==> src/rtl/spi_slave_settings.svh <==
// spi slave settings
// widths, register count and synchronizer depth for the SPI config/mailbox block
`ifndef SPI_SLAVE_SETTINGS_SVH
`define SPI_SLAVE_SETTINGS_SVH

// register file geometry
`define SPI_ADDR_W      6     // address field of the command byte
`define SPI_REG_COUNT   64    // 2**SPI_ADDR_W registers

// fetch packet kept from the mosi stream
`define SPI_PACKET_W    104   // 13 payload bytes

// pin synchronizer depth
`define SPI_SYNC_STAGES 2

`endif

==> src/rtl/spi_slave_pkg.sv <==
// spi slave package
// opcode and state encodings plus the structs passed between the
// pin sync, controller, shifters and register file
`default_nettype none

`include "spi_slave_settings.svh"

package spi_slave_pkg;

   //##############################
   // encodings
   //##############################

   // top two bits of the command byte
   typedef enum logic [1:0] {
      op_write = 2'b00,   // burst write, auto-increment
      op_nop   = 2'b01,   // ignored
      op_read  = 2'b10,   // burst read, auto-increment
      op_fetch = 2'b11    // keep packet, pulse core on deselect
   } spi_opcode_t;

   // controller state
   typedef enum logic [1:0] {
      st_idle = 2'b00,    // ss_n high
      st_cmd  = 2'b01,    // shifting command byte
      st_data = 2'b10     // data bytes until deselect
   } spi_state_t;

   //##############################
   // structs
   //##############################

   // synchronized pin events, all in sclk domain
   typedef struct packed {
      logic sck_rise;     // one-cycle pulse
      logic sck_fall;     // one-cycle pulse
      logic mosi;         // synced data bit
      logic selected;     // level, ss_n low
      logic deselect;     // one-cycle pulse on ss_n rise
   } spi_pins_t;

   // register file write port
   typedef struct packed {
      logic                   en;
      logic [`SPI_ADDR_W-1:0] addr;
      logic [7:0]             data;
   } reg_wr_t;

endpackage

`default_nettype wire

==> src/rtl/spi_pin_sync.sv <==
// spi pin sync
// oversamples sck, mosi and ss_n on sclk and turns them into
// edge pulses and levels for the rest of the slave
`timescale 1ns/1ps
`default_nettype none

`include "spi_slave_settings.svh"

module spi_pin_sync (
   input  wire                     sclk,
   input  wire                     nreset,
   input  wire                     sck,
   input  wire                     mosi,
   input  wire                     ss_n,
   output spi_slave_pkg::spi_pins_t pins
);

   localparam int S = `SPI_SYNC_STAGES;

   logic [S:0]   sck_q;    // sync chain plus one edge stage
   logic [S:0]   ss_q;     // same for slave select
   logic [S-1:0] mosi_q;   // data needs no edge stage

   //##############################
   // synchronizer chains
   //##############################

   always_ff @(posedge sclk or negedge nreset) begin
      if (!nreset) begin
         sck_q  <= '0;            // mode 0 idle level
         ss_q   <= '1;            // deselected, no false edge
         mosi_q <= '0;
      end else begin
         sck_q  <= {sck_q[S-1:0], sck};
         ss_q   <= {ss_q[S-1:0], ss_n};
         mosi_q <= {mosi_q[S-2:0], mosi};
      end
   end

   //##############################
   // edge detect
   //##############################

   // newest synced sample is stage S-1, older one is stage S
   assign pins.sck_rise = sck_q[S-1] & ~sck_q[S];
   assign pins.sck_fall = ~sck_q[S-1] & sck_q[S];
   assign pins.mosi     = mosi_q[S-1];        // lines up with sck edges
   assign pins.selected = ~ss_q[S-1];
   assign pins.deselect = ss_q[S-1] & ~ss_q[S];   // ss_n rising

endmodule

`default_nettype wire

==> src/rtl/spi_regfile.sv <==
// spi register file
// 64 x 8 config/mailbox registers, one sync write port and
// one combinational read port
`timescale 1ns/1ps
`default_nettype none

`include "spi_slave_settings.svh"

module spi_regfile (
   input  wire                    sclk,
   input  wire                    nreset,
   input  spi_slave_pkg::reg_wr_t reg_wr,
   input  wire [`SPI_ADDR_W-1:0]  rd_addr,
   output logic [7:0]             rd_data
);

   logic [7:0] regs [`SPI_REG_COUNT];

   always_ff @(posedge sclk or negedge nreset) begin
      if (!nreset) begin
         for (int i = 0; i < `SPI_REG_COUNT; i++)
            regs[i] <= 8'h00;              // known config after reset
      end else if (reg_wr.en) begin
         regs[reg_wr.addr] <= reg_wr.data;
      end
   end

   assign rd_data = regs[rd_addr];         // async read for tx load

   // write address stays inside the array
   a_wr_range: assert property (@(posedge sclk) disable iff (!nreset)
      reg_wr.en |-> (int'(reg_wr.addr) < `SPI_REG_COUNT))
      else $error("reg write out of range");

endmodule

`default_nettype wire

==> src/rtl/spi_rx_shift.sv <==
// spi receive shifter
// mosi into a byte history and a wide fetch packet on every enabled
// sck rise, msb or lsb first per lsbfirst
`timescale 1ns/1ps
`default_nettype none

`include "spi_slave_settings.svh"

module spi_rx_shift #(
   parameter int PW = `SPI_PACKET_W       // packet width, 8 or more
) (
   input  wire                      sclk,
   input  wire                      nreset,
   input  spi_slave_pkg::spi_pins_t pins,
   input  wire                      spi_en,
   input  wire                      lsbfirst,
   output logic [7:0]               rx_byte,
   output logic [PW-1:0]            packet_out
);

   logic [6:0]    byte_hist;   // first seven bits of the byte
   logic [PW-1:0] packet;      // last PW bits shifted in
   logic          shift;

   assign shift = pins.sck_rise & spi_en & pins.selected;

   //##############################
   // shift registers
   //##############################

   always_ff @(posedge sclk or negedge nreset) begin
      if (!nreset) begin
         byte_hist <= '0;
         packet    <= '0;
      end else if (shift) begin
         if (lsbfirst) begin
            byte_hist <= {pins.mosi, byte_hist[6:1]};   // enters at top
            packet    <= {pins.mosi, packet[PW-1:1]};
         end else begin
            byte_hist <= {byte_hist[5:0], pins.mosi};   // enters at bottom
            packet    <= {packet[PW-2:0], pins.mosi};
         end
      end
   end

   // live bit completes the byte in the same cycle as the 8th rise,
   // tx needs it before the next fall
   assign rx_byte = lsbfirst ? {pins.mosi, byte_hist}
                             : {byte_hist, pins.mosi};

   assign packet_out = packet;

endmodule

`default_nettype wire

==> src/rtl/spi_slave.sv <==
// spi slave top
// mode 0 SPI slave with a 64 x 8 register file and a fetch
// packet handed to the core on deselect, single clock sclk
`timescale 1ns/1ps
`default_nettype none

`include "spi_slave_settings.svh"

module spi_slave (
   input  wire                       sclk,
   input  wire                       nreset,
   input  wire                       sck,
   input  wire                       mosi,
   input  wire                       ss_n,
   output logic                      miso,
   input  wire                       spi_en,
   input  wire                       lsbfirst,
   output logic                      access_out,
   output logic [`SPI_PACKET_W-1:0]  packet_out,
   input  wire                       wait_in
);

   import spi_slave_pkg::*;

   spi_pins_t              pins;
   reg_wr_t                reg_wr;
   logic [`SPI_ADDR_W-1:0] rd_addr;
   logic [7:0]             rd_data;
   logic [7:0]             rx_byte;
   logic                   tx_load;

   spi_pin_sync u_pin_sync (
      .sclk, .nreset, .sck, .mosi, .ss_n, .pins
   );

   spi_slave_ctrl u_ctrl (
      .sclk, .nreset, .pins, .spi_en, .rx_byte, .wait_in,
      .reg_wr, .rd_addr, .tx_load, .access_out
   );

   spi_rx_shift #(.PW(`SPI_PACKET_W)) u_rx_shift (
      .sclk, .nreset, .pins, .spi_en, .lsbfirst, .rx_byte, .packet_out
   );

   spi_tx_shift u_tx_shift (
      .sclk, .nreset, .pins, .spi_en, .lsbfirst, .tx_load, .rd_data, .miso
   );

   spi_regfile u_regfile (
      .sclk, .nreset, .reg_wr, .rd_addr, .rd_data
   );

endmodule

`default_nettype wire

==> src/rtl/spi_slave_ctrl.sv <==
// spi slave control
// transaction FSM for mode 0: command byte first, then data bytes
// drives register writes, tx load strobes and the core fetch pulse
`timescale 1ns/1ps
`default_nettype none

`include "spi_slave_settings.svh"

module spi_slave_ctrl (
   input  wire                       sclk,
   input  wire                       nreset,
   input  spi_slave_pkg::spi_pins_t  pins,
   input  wire                       spi_en,
   input  wire [7:0]                 rx_byte,
   input  wire                       wait_in,
   output spi_slave_pkg::reg_wr_t    reg_wr,
   output logic [`SPI_ADDR_W-1:0]    rd_addr,
   output logic                      tx_load,
   output logic                      access_out
);

   import spi_slave_pkg::*;

   spi_state_t             state;
   logic [2:0]             bit_cnt;     // bit within current byte
   spi_opcode_t            cmd_op;
   logic [`SPI_ADDR_W-1:0] cmd_addr;    // auto-incremented
   logic                   advance;     // enabled sck rise
   logic                   byte_done;   // 8th rise of a byte
   logic                   fetch_hit;   // deselect ends a fetch
   logic                   fetch_pend;  // fetch waiting on wait_in

   assign advance   = pins.sck_rise & spi_en & pins.selected;
   assign byte_done = advance & (bit_cnt == 3'd7) & (state != st_idle);

   //##############################
   // state and bit counter
   //##############################

   always_ff @(posedge sclk or negedge nreset) begin
      if (!nreset) begin
         state   <= st_idle;
         bit_cnt <= 3'd0;
      end else if (!pins.selected) begin
         state   <= st_idle;
         bit_cnt <= 3'd0;                 // realign on every select
      end else begin
         if (advance)
            bit_cnt <= bit_cnt + 3'd1;    // wraps at byte end
         case (state)
            st_idle: state <= st_cmd;
            st_cmd:  if (byte_done) state <= st_data;
            st_data: state <= st_data;    // until ss_n rises
            default: state <= st_idle;
         endcase
      end
   end

   //##############################
   // command / address register
   //##############################

   always_ff @(posedge sclk or negedge nreset) begin
      if (!nreset) begin
         cmd_op   <= op_nop;
         cmd_addr <= '0;
      end else if (byte_done && state == st_cmd) begin
         cmd_op   <= spi_opcode_t'(rx_byte[7:6]);
         cmd_addr <= rx_byte[`SPI_ADDR_W-1:0];
      end else if (byte_done) begin
         cmd_addr <= cmd_addr + 1'b1;     // mod 64 burst
      end else if (!pins.selected && !pins.deselect) begin
         cmd_op   <= op_nop;              // aborted cmd never fetches
      end
   end

   // regfile ports
   assign rd_addr     = cmd_addr;
   assign reg_wr.en   = byte_done & (state == st_data) & (cmd_op == op_write);
   assign reg_wr.addr = cmd_addr;
   assign reg_wr.data = rx_byte;          // includes bit of this edge

   // first fall of a byte loads next tx byte, none before the cmd byte
   assign tx_load = pins.sck_fall & spi_en & pins.selected & (bit_cnt == 3'd0) &
                    ((state == st_cmd) | (state == st_data));

   //##############################
   // core fetch pulse
   //##############################

   assign fetch_hit = pins.deselect & (cmd_op == op_fetch);

   always_ff @(posedge sclk or negedge nreset) begin
      if (!nreset) begin
         fetch_pend <= 1'b0;
         access_out <= 1'b0;
      end else begin
         if (!wait_in)
            fetch_pend <= 1'b0;           // issued this cycle
         else if (fetch_hit)
            fetch_pend <= 1'b1;           // core pushing back
         if (!wait_in)
            access_out <= fetch_hit | fetch_pend;   // held under wait
      end
   end

   // a write strobe only inside a select window
   a_wr_selected: assert property (@(posedge sclk) disable iff (!nreset)
      reg_wr.en |-> pins.selected)
      else $error("reg write while deselected");

   // core pulse traces back to a fetch deselect
   a_access_cause: assert property (@(posedge sclk) disable iff (!nreset)
      $rose(access_out) |-> $past(fetch_hit) || $past(fetch_pend))
      else $error("access_out without deselect");

endmodule

`default_nettype wire

==> src/rtl/spi_tx_shift.sv <==
// spi transmit shifter
// loads a register byte at each byte start and shifts it out on miso
// on sck falling edges, mode 0
`timescale 1ns/1ps
`default_nettype none

module spi_tx_shift (
   input  wire                      sclk,
   input  wire                      nreset,
   input  spi_slave_pkg::spi_pins_t pins,
   input  wire                      spi_en,
   input  wire                      lsbfirst,
   input  wire                      tx_load,
   input  wire [7:0]                rd_data,
   output logic                     miso
);

   logic [7:0] tx_reg;
   logic       shift;

   assign shift = pins.sck_fall & spi_en;

   //##############################
   // load / shift
   //##############################

   always_ff @(posedge sclk or negedge nreset) begin
      if (!nreset) begin
         tx_reg <= '0;
      end else if (!pins.selected) begin
         tx_reg <= '0;                       // idle, nothing to send
      end else if (tx_load) begin
         tx_reg <= rd_data;                  // replaces shift on this fall
      end else if (shift) begin
         if (lsbfirst)
            tx_reg <= {1'b0, tx_reg[7:1]};
         else
            tx_reg <= {tx_reg[6:0], 1'b0};
      end
   end

   // end bit of the register, low while deselected
   assign miso = pins.selected & (lsbfirst ? tx_reg[0] : tx_reg[7]);

   // load comes from the ctrl FSM, must sit on a falling edge
   a_load_on_fall: assert property (@(posedge sclk) disable iff (!nreset)
      tx_load |-> pins.sck_fall)
      else $error("tx_load off sck_fall");

endmodule

`default_nettype wire

==> config.mk <==
export PLATFORM = sky130hd
export DESIGN_NAME = spi_slave
export DESIGN_NICKNAME = d
export VERILOG_FILES = /design/src/rtl/spi_slave_pkg.sv /design/src/rtl/spi_pin_sync.sv /design/src/rtl/spi_regfile.sv /design/src/rtl/spi_rx_shift.sv /design/src/rtl/spi_slave.sv /design/src/rtl/spi_slave_ctrl.sv /design/src/rtl/spi_tx_shift.sv
export VERILOG_INCLUDE_DIRS = /design/src /design/src/rtl
export SDC_FILE = /design/constraint.sdc
export NUM_CORES = 1
export LEC_CHECK = 0
export BUFFER_PORTS_ARGS = -buffer_cell sky130_fd_sc_hd__buf_2
export CORE_AREA = 2 2 323 325
export CTS_CLUSTER_SIZE = 40
export DETAILED_ROUTE_END_ITERATION = 7
export DIE_AREA = 0 0 325 327
export GPL_TIMING_DRIVEN = 0
export PLACE_DENSITY = 0.58
export SETUP_SLACK_MARGIN = 0.02
export SYNTH_ARGS = -nofsm -noshare
export SYNTH_HDL_FRONTEND = slang
export SYNTH_SLANG_ARGS = --single-unit
==> constraint.sdc <==
create_clock -name sclk -period 2 [get_ports sclk]
set_input_delay 0.2 -clock sclk [delete_from_list [all_inputs] [get_ports sclk]]
set_output_delay 0.2 -clock sclk [all_outputs]
set_load 0.02 [all_outputs]
==> metrics.txt, run 1 <==
status=finished, violations left; failing checks=negative hold slack, negative setup slack; core area=102900 sq um; critical path startpoint category=register; nets=3275; Async SR Flop Fraction=1.000; overflow left after global routing=0; design area=39110 sq um; Slew @ Worst Pin=874.3 ps; clock share of power=0.418; Clock Tree Buf Depth=3; worst clock skew=41.30 ps; Logic pwr share=0.148; hold_buf cts=5; Row Count=118; Final HPWL DP=77300 microns; post-synth cell types=73; antenna cells=0; Die Ht=327 microns; via count=25600; die width=325 microns; WP data required=2510 ps; antenna violations before repair=0; Synth Cell Area=30600 sq um; Critical Path Fanout Max=10; part of the power in registers=0.434; GRT Util Overall=0.2170; layout cells sized above 1=0.2737; pin count of the biggest net entering global routing=110; Seq/Total Area, Yosys=0.5351; GPL Wtd Cong=1.003; WS Path Type=register to register; Mean Syn Cell Area=10.55 sq um; clk_lat worst skew=650 ps; most common cell in the netlist=a21oi_1; Initial Util=0.2973; top area cells in the synthesized netlist=dfrtp_1 53%, a21oi_1 11%, nor2_1 8.0%, mux2i_1 5.8%, nor4_4 4.4%; Routed WL=119000 microns; CTS tree=done; CTS Root Cell=clkbuf_16; switching share of power=0.2990; drt first-iter violations=3094; Final ANT Viol Nets=0; EDFF count, synth=0; WL/cell=25.33 microns; GR Util met3=0.05183; crit end category=register; maximum achievable frequency=384.4 MHz; CP arrival=3110 ps; flops & latches, synth=654; Hold Path Class=primary input to async pin; Final Setup Violations=590; Yosys warnings=0; Placed Area=33110 sq um; GRT met1 Usage=0.2947; CTS H-tree depth=3; DP Cell Count=4401; TritonRoute pass-1 iters=7; Fin. Hold Viols=72; cell leakage power=18.23 nW; Port Buf Inserts=113; Area Overhead vs Synth=27.82%; worst vdd ir=616.0 uV; vias in the first global route=24640; Slew headroom=0.4150; RSZ-0062 raised after global routing=true; Final WS setup=-601.4 ps; Synth area leader=dfrtp_1; Final min period=2601 ps; die area=106300 sq um; number of remaining DRC errors=0; hold slack=-452.4 ps; fin cells=4697; Mapped Cells=2901; first-pass GRT wire length=172900 microns; internal power=23.86 mW; fin. max-slew vios=0; GRT met2 Usage=0.3264; via-per-instance ratio=5.451; I/O pin count=114; ys flop type=dfrtp_1; MaxCap Viol Count=0; Final Cycle Share=1.301; Reg clk slew, reported paths=60 ps; NetSw=10.18 mW; CTS Sinks=654; Most Crowded Layer GR=met2; Pwr Density=870.5 nW/um^2; share of the synthesized area in the top cell type=0.5316; max reg flops=512; Mapped Nets=2916; CTS Buf Count=76; synth cell count leaders=674 x a21oi_1, 656 x nor2_1, 650 x dfrtp_1
## logic make-up after synthesis
| kind of cell | after synthesis | synth area share |
|---|---|---|
| and+or+nand+nor | 862 | 0.1519 |
| AOI/OAI and AO/OA | 858 | 0.1568 |
| DFF | 654 | 0.5351 |
| adders and majority gates | 7 | 0.002863 |
| xor gates and xnor gates | 1 | 0.0002863 |
| muxes | 257 | 0.1064 |
| buffers and inverters | 262 | 0.04666 |
## worst paths after layout
kind,from,slack [ps],depth (start not counted),to
max,u_ctrl.rd_addr[0],-600,10,u_tx_shift.tx_reg[3]
min,nreset,-450,1,u_rx_shift.packet_out[26]
max reg2reg,u_ctrl.rd_addr[0],-600,10,u_tx_shift.tx_reg[3]
min reg2reg,u_pin_sync.mosi_q[0],350,0,u_pin_sync.mosi_q[1]
max in group asynchronous,nreset,130,5,u_regfile.regs[176]
min in group sclk,spi_en,110,5,u_ctrl.bit_cnt[0]
## power groups by stage
| stage | logic, mW | registers [mW] | clock network [mW] |
|---|---|---|---|
| final | 5.03 | 14.8 | 14.2 |
| after global routing | 5.39 | 14.9 | 15.0 |
| after CTS | 4.97 | 14.8 | 14.4 |
| after floorplan | 1.94 | 15.6 | 0 |
| after global placement | 4.76 | 15.0 | 0 |
| after detailed placement | 4.84 | 15.0 | 0 |
## cells in the final DEF (no fill, tap or decap), drive strengths merged, types with 4 or more instances in the layout
cell | synthesis | final
mux4 | 52 | 52
a22oi | 18 | 18
nand3 | 10 | 10
a221oi | 46 | 46
inv | 9 | 11
buf | 157 | 433
a221o | 10 | 10
o2bb2ai | 5 | 5
o221ai | 6 | 6
ha | 7 | 7
nand2b | 9 | 9
o21ai | 25 | 25
clkinvlp | 0 | 4
nand2 | 54 | 54
nor4 | 67 | 67
dfrtp | 650 | 650
mux2 | 27 | 27
o22a | 6 | 6
clkbuf | 95 | 204
clkinv | 1 | 16
dlygate4sd3 | 0 | 5
a2111oi | 7 | 7
nor2b | 14 | 14
a211oi | 5 | 5
nor3 | 12 | 12
and2 | 10 | 10
nand3b | 5 | 5
a22o | 4 | 4
a21oi | 674 | 674
o22ai | 22 | 22
a31oi | 7 | 7
bufinv | 0 | 4
dfstp | 4 | 4
mux2i | 178 | 178
nor2 | 658 | 658
## worst max-delay path: stages (launching register included)
cell	delay [ps]
dfrtp_2	430
buf_4	150
buf_4	150
nor2b_4	190
buf_6	240
buf_8	240
a22oi_2	120
a31oi_2	250
nand4_1	300
o31ai_2	300
a21oi_1	90
## per-layer routing
| metal | part of all wire | wire (microns) | up-vias |
|---|---|---|---|
| met1 | 0.41 | 48530 | 12790 |
| met4 | 0.053 | 6276 | 0 |
| met5 | 0 | 0 | - |
| met2 | 0.44 | 51810 | 1457 |
| li1 | - | - | 11010 |
| met3 | 0.10 | 12360 | 352 |
## what timing repair did
action                                  CTS  global route
resized for setup                       333           200
buffers inserted                         90            57
endpoints found under the hold margin    78            72
endpoints found under the setup margin  641           722
gates cloned                              5            10
pin swaps                                76            43
## layout make-up
| class | instances | area, sq um |
|---|---|---|
| plain buffers | 246 | 2360 |
| clock buffers | 110 | 2263 |
| clock inverters | 25 | 265.3 |
| fillers | 10080 | 63800 |
| inverters | 10 | 47.55 |
| multi-input cells | 1985 | 13790 |
| flip-flops and latches | 654 | 16370 |
| well taps | 1380 | 1727 |
| repair buffers | 287 | 2283 |
## stage by stage
stage          TNS (ps)  utilization  power (mW)  setup slack [ps]
5_1_grt         -158820       0.3800       35.26            -561.9
2_1_floorplan     -4115            -       17.57            -21.43
4_1_cts         -119860       0.3657       34.16            -544.6
6_report        -110620       0.3800       34.04            -601.4
3_3_place_gp   -9362820       0.3199       19.74            -13740
3_5_place_dp    -548700       0.3217       19.85             -1699
Power figures use the tool's default switching activity.
==> run 2: changes to the inputs <==
==> constraint.sdc (replaced) <==
create_clock -name sclk -period 2 [get_ports sclk]
set_input_delay 0.3 -clock sclk [delete_from_list [all_inputs] [get_ports sclk]]
set_output_delay 0.3 -clock sclk [all_outputs]
set_load 0.02 [all_outputs]
==> run 2 against run 1 <==
Against the previous run:
- the run still ends with negative hold slack, negative setup slack left
- global-route usage about the same
- hold slack improved by 3.4 ps
- register-to-register slack about the same
- combinational power about the same
==> metrics.txt, run 2 (synthesis gave the netlist of run 1 again) <==
status=finished, violations left; failing checks=negative hold slack, negative setup slack; internal power=23.87 mW (about the same); number of remaining DRC errors=0 (unchanged); Total Power=34.11 mW (+0.19%); Die Ht=327 microns (unchanged); RR Endpoint=u_tx_shift.tx_reg[1]; clock share of power=0.419 (about the same); first-pass GRT wire length=172500 microns (-0.21%); flop2flop setup slack=-600 ps (about the same); CTS H-tree depth=3 (unchanged); GR Util met3=0.05153 (-0.0003028); Fin. Hold Viols=156 (+120%); WP data required=2550 ps (+40 ps); core area=102900 sq um (unchanged); hold_buf cts=4 (-1); fin. max-slew vios=0 (unchanged); Placed Area=33110 sq um (unchanged); WS Path Type=register to register; DP Worst Slack=-1699 ps (unchanged); RSZ-0062 raised after global routing=true; die width=325 microns (unchanged); commonest non-fill, non-tap cell in the layout=a21oi_1; Logic pwr share=0.148 (about the same); worst clock skew=42.00 ps (+0.6970 ps); I/O pin count=114 (unchanged); overflow left after global routing=0 (unchanged); GPL Wtd Cong=1.003 (unchanged); worst vdd ir=617.4 uV (+0.22%); CTS tree=done; crit end category=register; vias in the first global route=24600 (-0.17%); CTS Sinks=654 (unchanged); switching share of power=0.3001 (+0.001103); Initial Util=0.2973 (unchanged); drt first-iter violations=3284 (+6.1%); die area=106300 sq um (unchanged); Area Overhead vs Synth=28.50%; Clock Tree Buf Depth=3 (unchanged); Final Cycle Share=1.300 (about the same); TritonRoute pass-1 iters=7 (unchanged); worst r2r path cells=7 (-3); nets=3287 (+0.37%); CP arrival=3160 ps (+50 ps); GRT met2 Usage=0.3227 (-0.003623); CTS Buf Count=76 (unchanged); Port Buf Inserts=113 (unchanged); Hold Path Class=primary input to async pin; Critical Path Fanout Max=9 (-1); NetSw=10.24 mW (+0.56%); Final HPWL DP=77300 microns (unchanged); MaxCap Viol Count=0 (unchanged); Final WS setup=-600.9 ps (+0.4920 ps); via count=25880 (+1.1%); part of the power in registers=0.433 (about the same); CTS Root Cell=clkbuf_16; cell leakage power=18.31 nW (+0.47%); pin count of the biggest net entering global routing=110 (unchanged); Row Count=118 (unchanged); Slew headroom=0.4114 (-0.003630); critical path startpoint category=register; fill cell count=10040 (-0.49%); layout cells sized above 1=0.2749 (+0.001116); Final Setup Violations=587 (-0.51%); max reg flops=512 (unchanged); design area=39320 sq um (+0.53%); antenna violations before repair=4 (+4); Slew @ Worst Pin=876.2 ps (+1.933 ps); Final min period=2601 ps (-0.4920 ps); hold slack=-449.0 ps (+3.375 ps); Pwr Density=867.5 nW/um^2 (-0.34%); maximum achievable frequency=384.5 MHz (about the same); Routed WL=120300 microns (+1.1%); most frequent cells in the layout=648 x a21oi_1, 647 x dfrtp_1, 638 x nor2_1, 163 x buf_4, 156 x mux2i_1; GRT Util Overall=0.2167 (-0.0003102); Most Crowded Layer GR=met2; WL/cell=25.53 microns (+0.77%); Worst R2R Start=u_ctrl.rd_addr[0]; Final ANT Viol Nets=0 (unchanged); GRT met1 Usage=0.2952 (+0.0004893); via-per-instance ratio=5.494 (+0.79%); clk_lat worst skew=650 ps (about the same); Reg clk slew, reported paths=60 ps (about the same)
==> run 2: cell count changes in the layout (fill, tap and decap cells not counted), sizes merged <==
cell,previous run,this run
clkbuf,204,206
dlygate4sd3,5,4
bufbuf,1,0
diode,0,2
buf,433,445
==> run 2: how the worst max path moves through the flow <==
stage          depth (start not counted)              endpoint               from  slack, ps
2_1_floorplan                          8   u_regfile.regs[109]    u_ctrl.state[0]        -20
3_3_place_gp                           1   u_regfile.regs[484]             nreset     -13840
3_5_place_dp                           9  u_tx_shift.tx_reg[6]  u_ctrl.rd_addr[2]      -1700
4_1_cts                                8   u_regfile.regs[333]  u_ctrl.rd_addr[0]       -540
5_1_grt                                6  u_tx_shift.tx_reg[6]  u_ctrl.rd_addr[0]       -560
6_report                               7  u_tx_shift.tx_reg[1]  u_ctrl.rd_addr[0]       -600
==> run 2: final cells by class <==
type                    instances  area, sq um  area share
flip-flops and latches        654        16370      0.4165
inverters                      10        47.55    0.001209
repair buffers                298         2507     0.06377
diodes                          2        5.005   0.0001273
plain buffers                 247         2402     0.06110
multi-input cells            1985        13720      0.3491
clock inverters                25        265.3    0.006747
well taps                    1380         1727     0.04392
clock buffers                 110         2263     0.05757
==> run 2: per-stage QoR <==
stage          cells    util  setup TNS, ps
2_1_floorplan   2901       -          -4115
3_3_place_gp    4394  0.3199       -9446470
3_5_place_dp    4401  0.3217        -590920
4_1_cts         4625  0.3657        -166830
5_1_grt         4710  0.3820        -126380
6_report        4711  0.3821         -78200
==> run 2: worst max-delay path, cell delays in order (launching register included) <==
cell	delay (ps)
dfrtp_2	490
buf_12	220
buf_4	150
clkinv_4	140
nor3_1	760
a221oi_2	230
o221ai_1	320
o21a_1	190
==> run 2: timing repair <==
item	4_1_cts	5_1_grt
hold endpoints to repair	77	72
endpoints found under the setup margin	723	722
gates cloned	4	18
resized for setup	334	227
pin swaps	68	53
buffers inserted	86	66
==> run 2: power groups by stage <==
stage / registers, mW / logic [mW] / clock network (mW)
after detailed placement: 15.0 / 4.84 / 0
after floorplan: 15.6 / 1.94 / 0
after global routing: 14.9 / 5.41 / 15.0
after global placement: 15.0 / 4.76 / 0
final: 14.8 / 5.05 / 14.3
after CTS: 14.8 / 4.96 / 14.4
==> run 2: layer usage <==
metal  routed length [microns]  part of all wire
met5                        13           0.00011
met3                     12910              0.11
met2                     52320              0.44
met1                     48490              0.40
met4                      6526             0.054
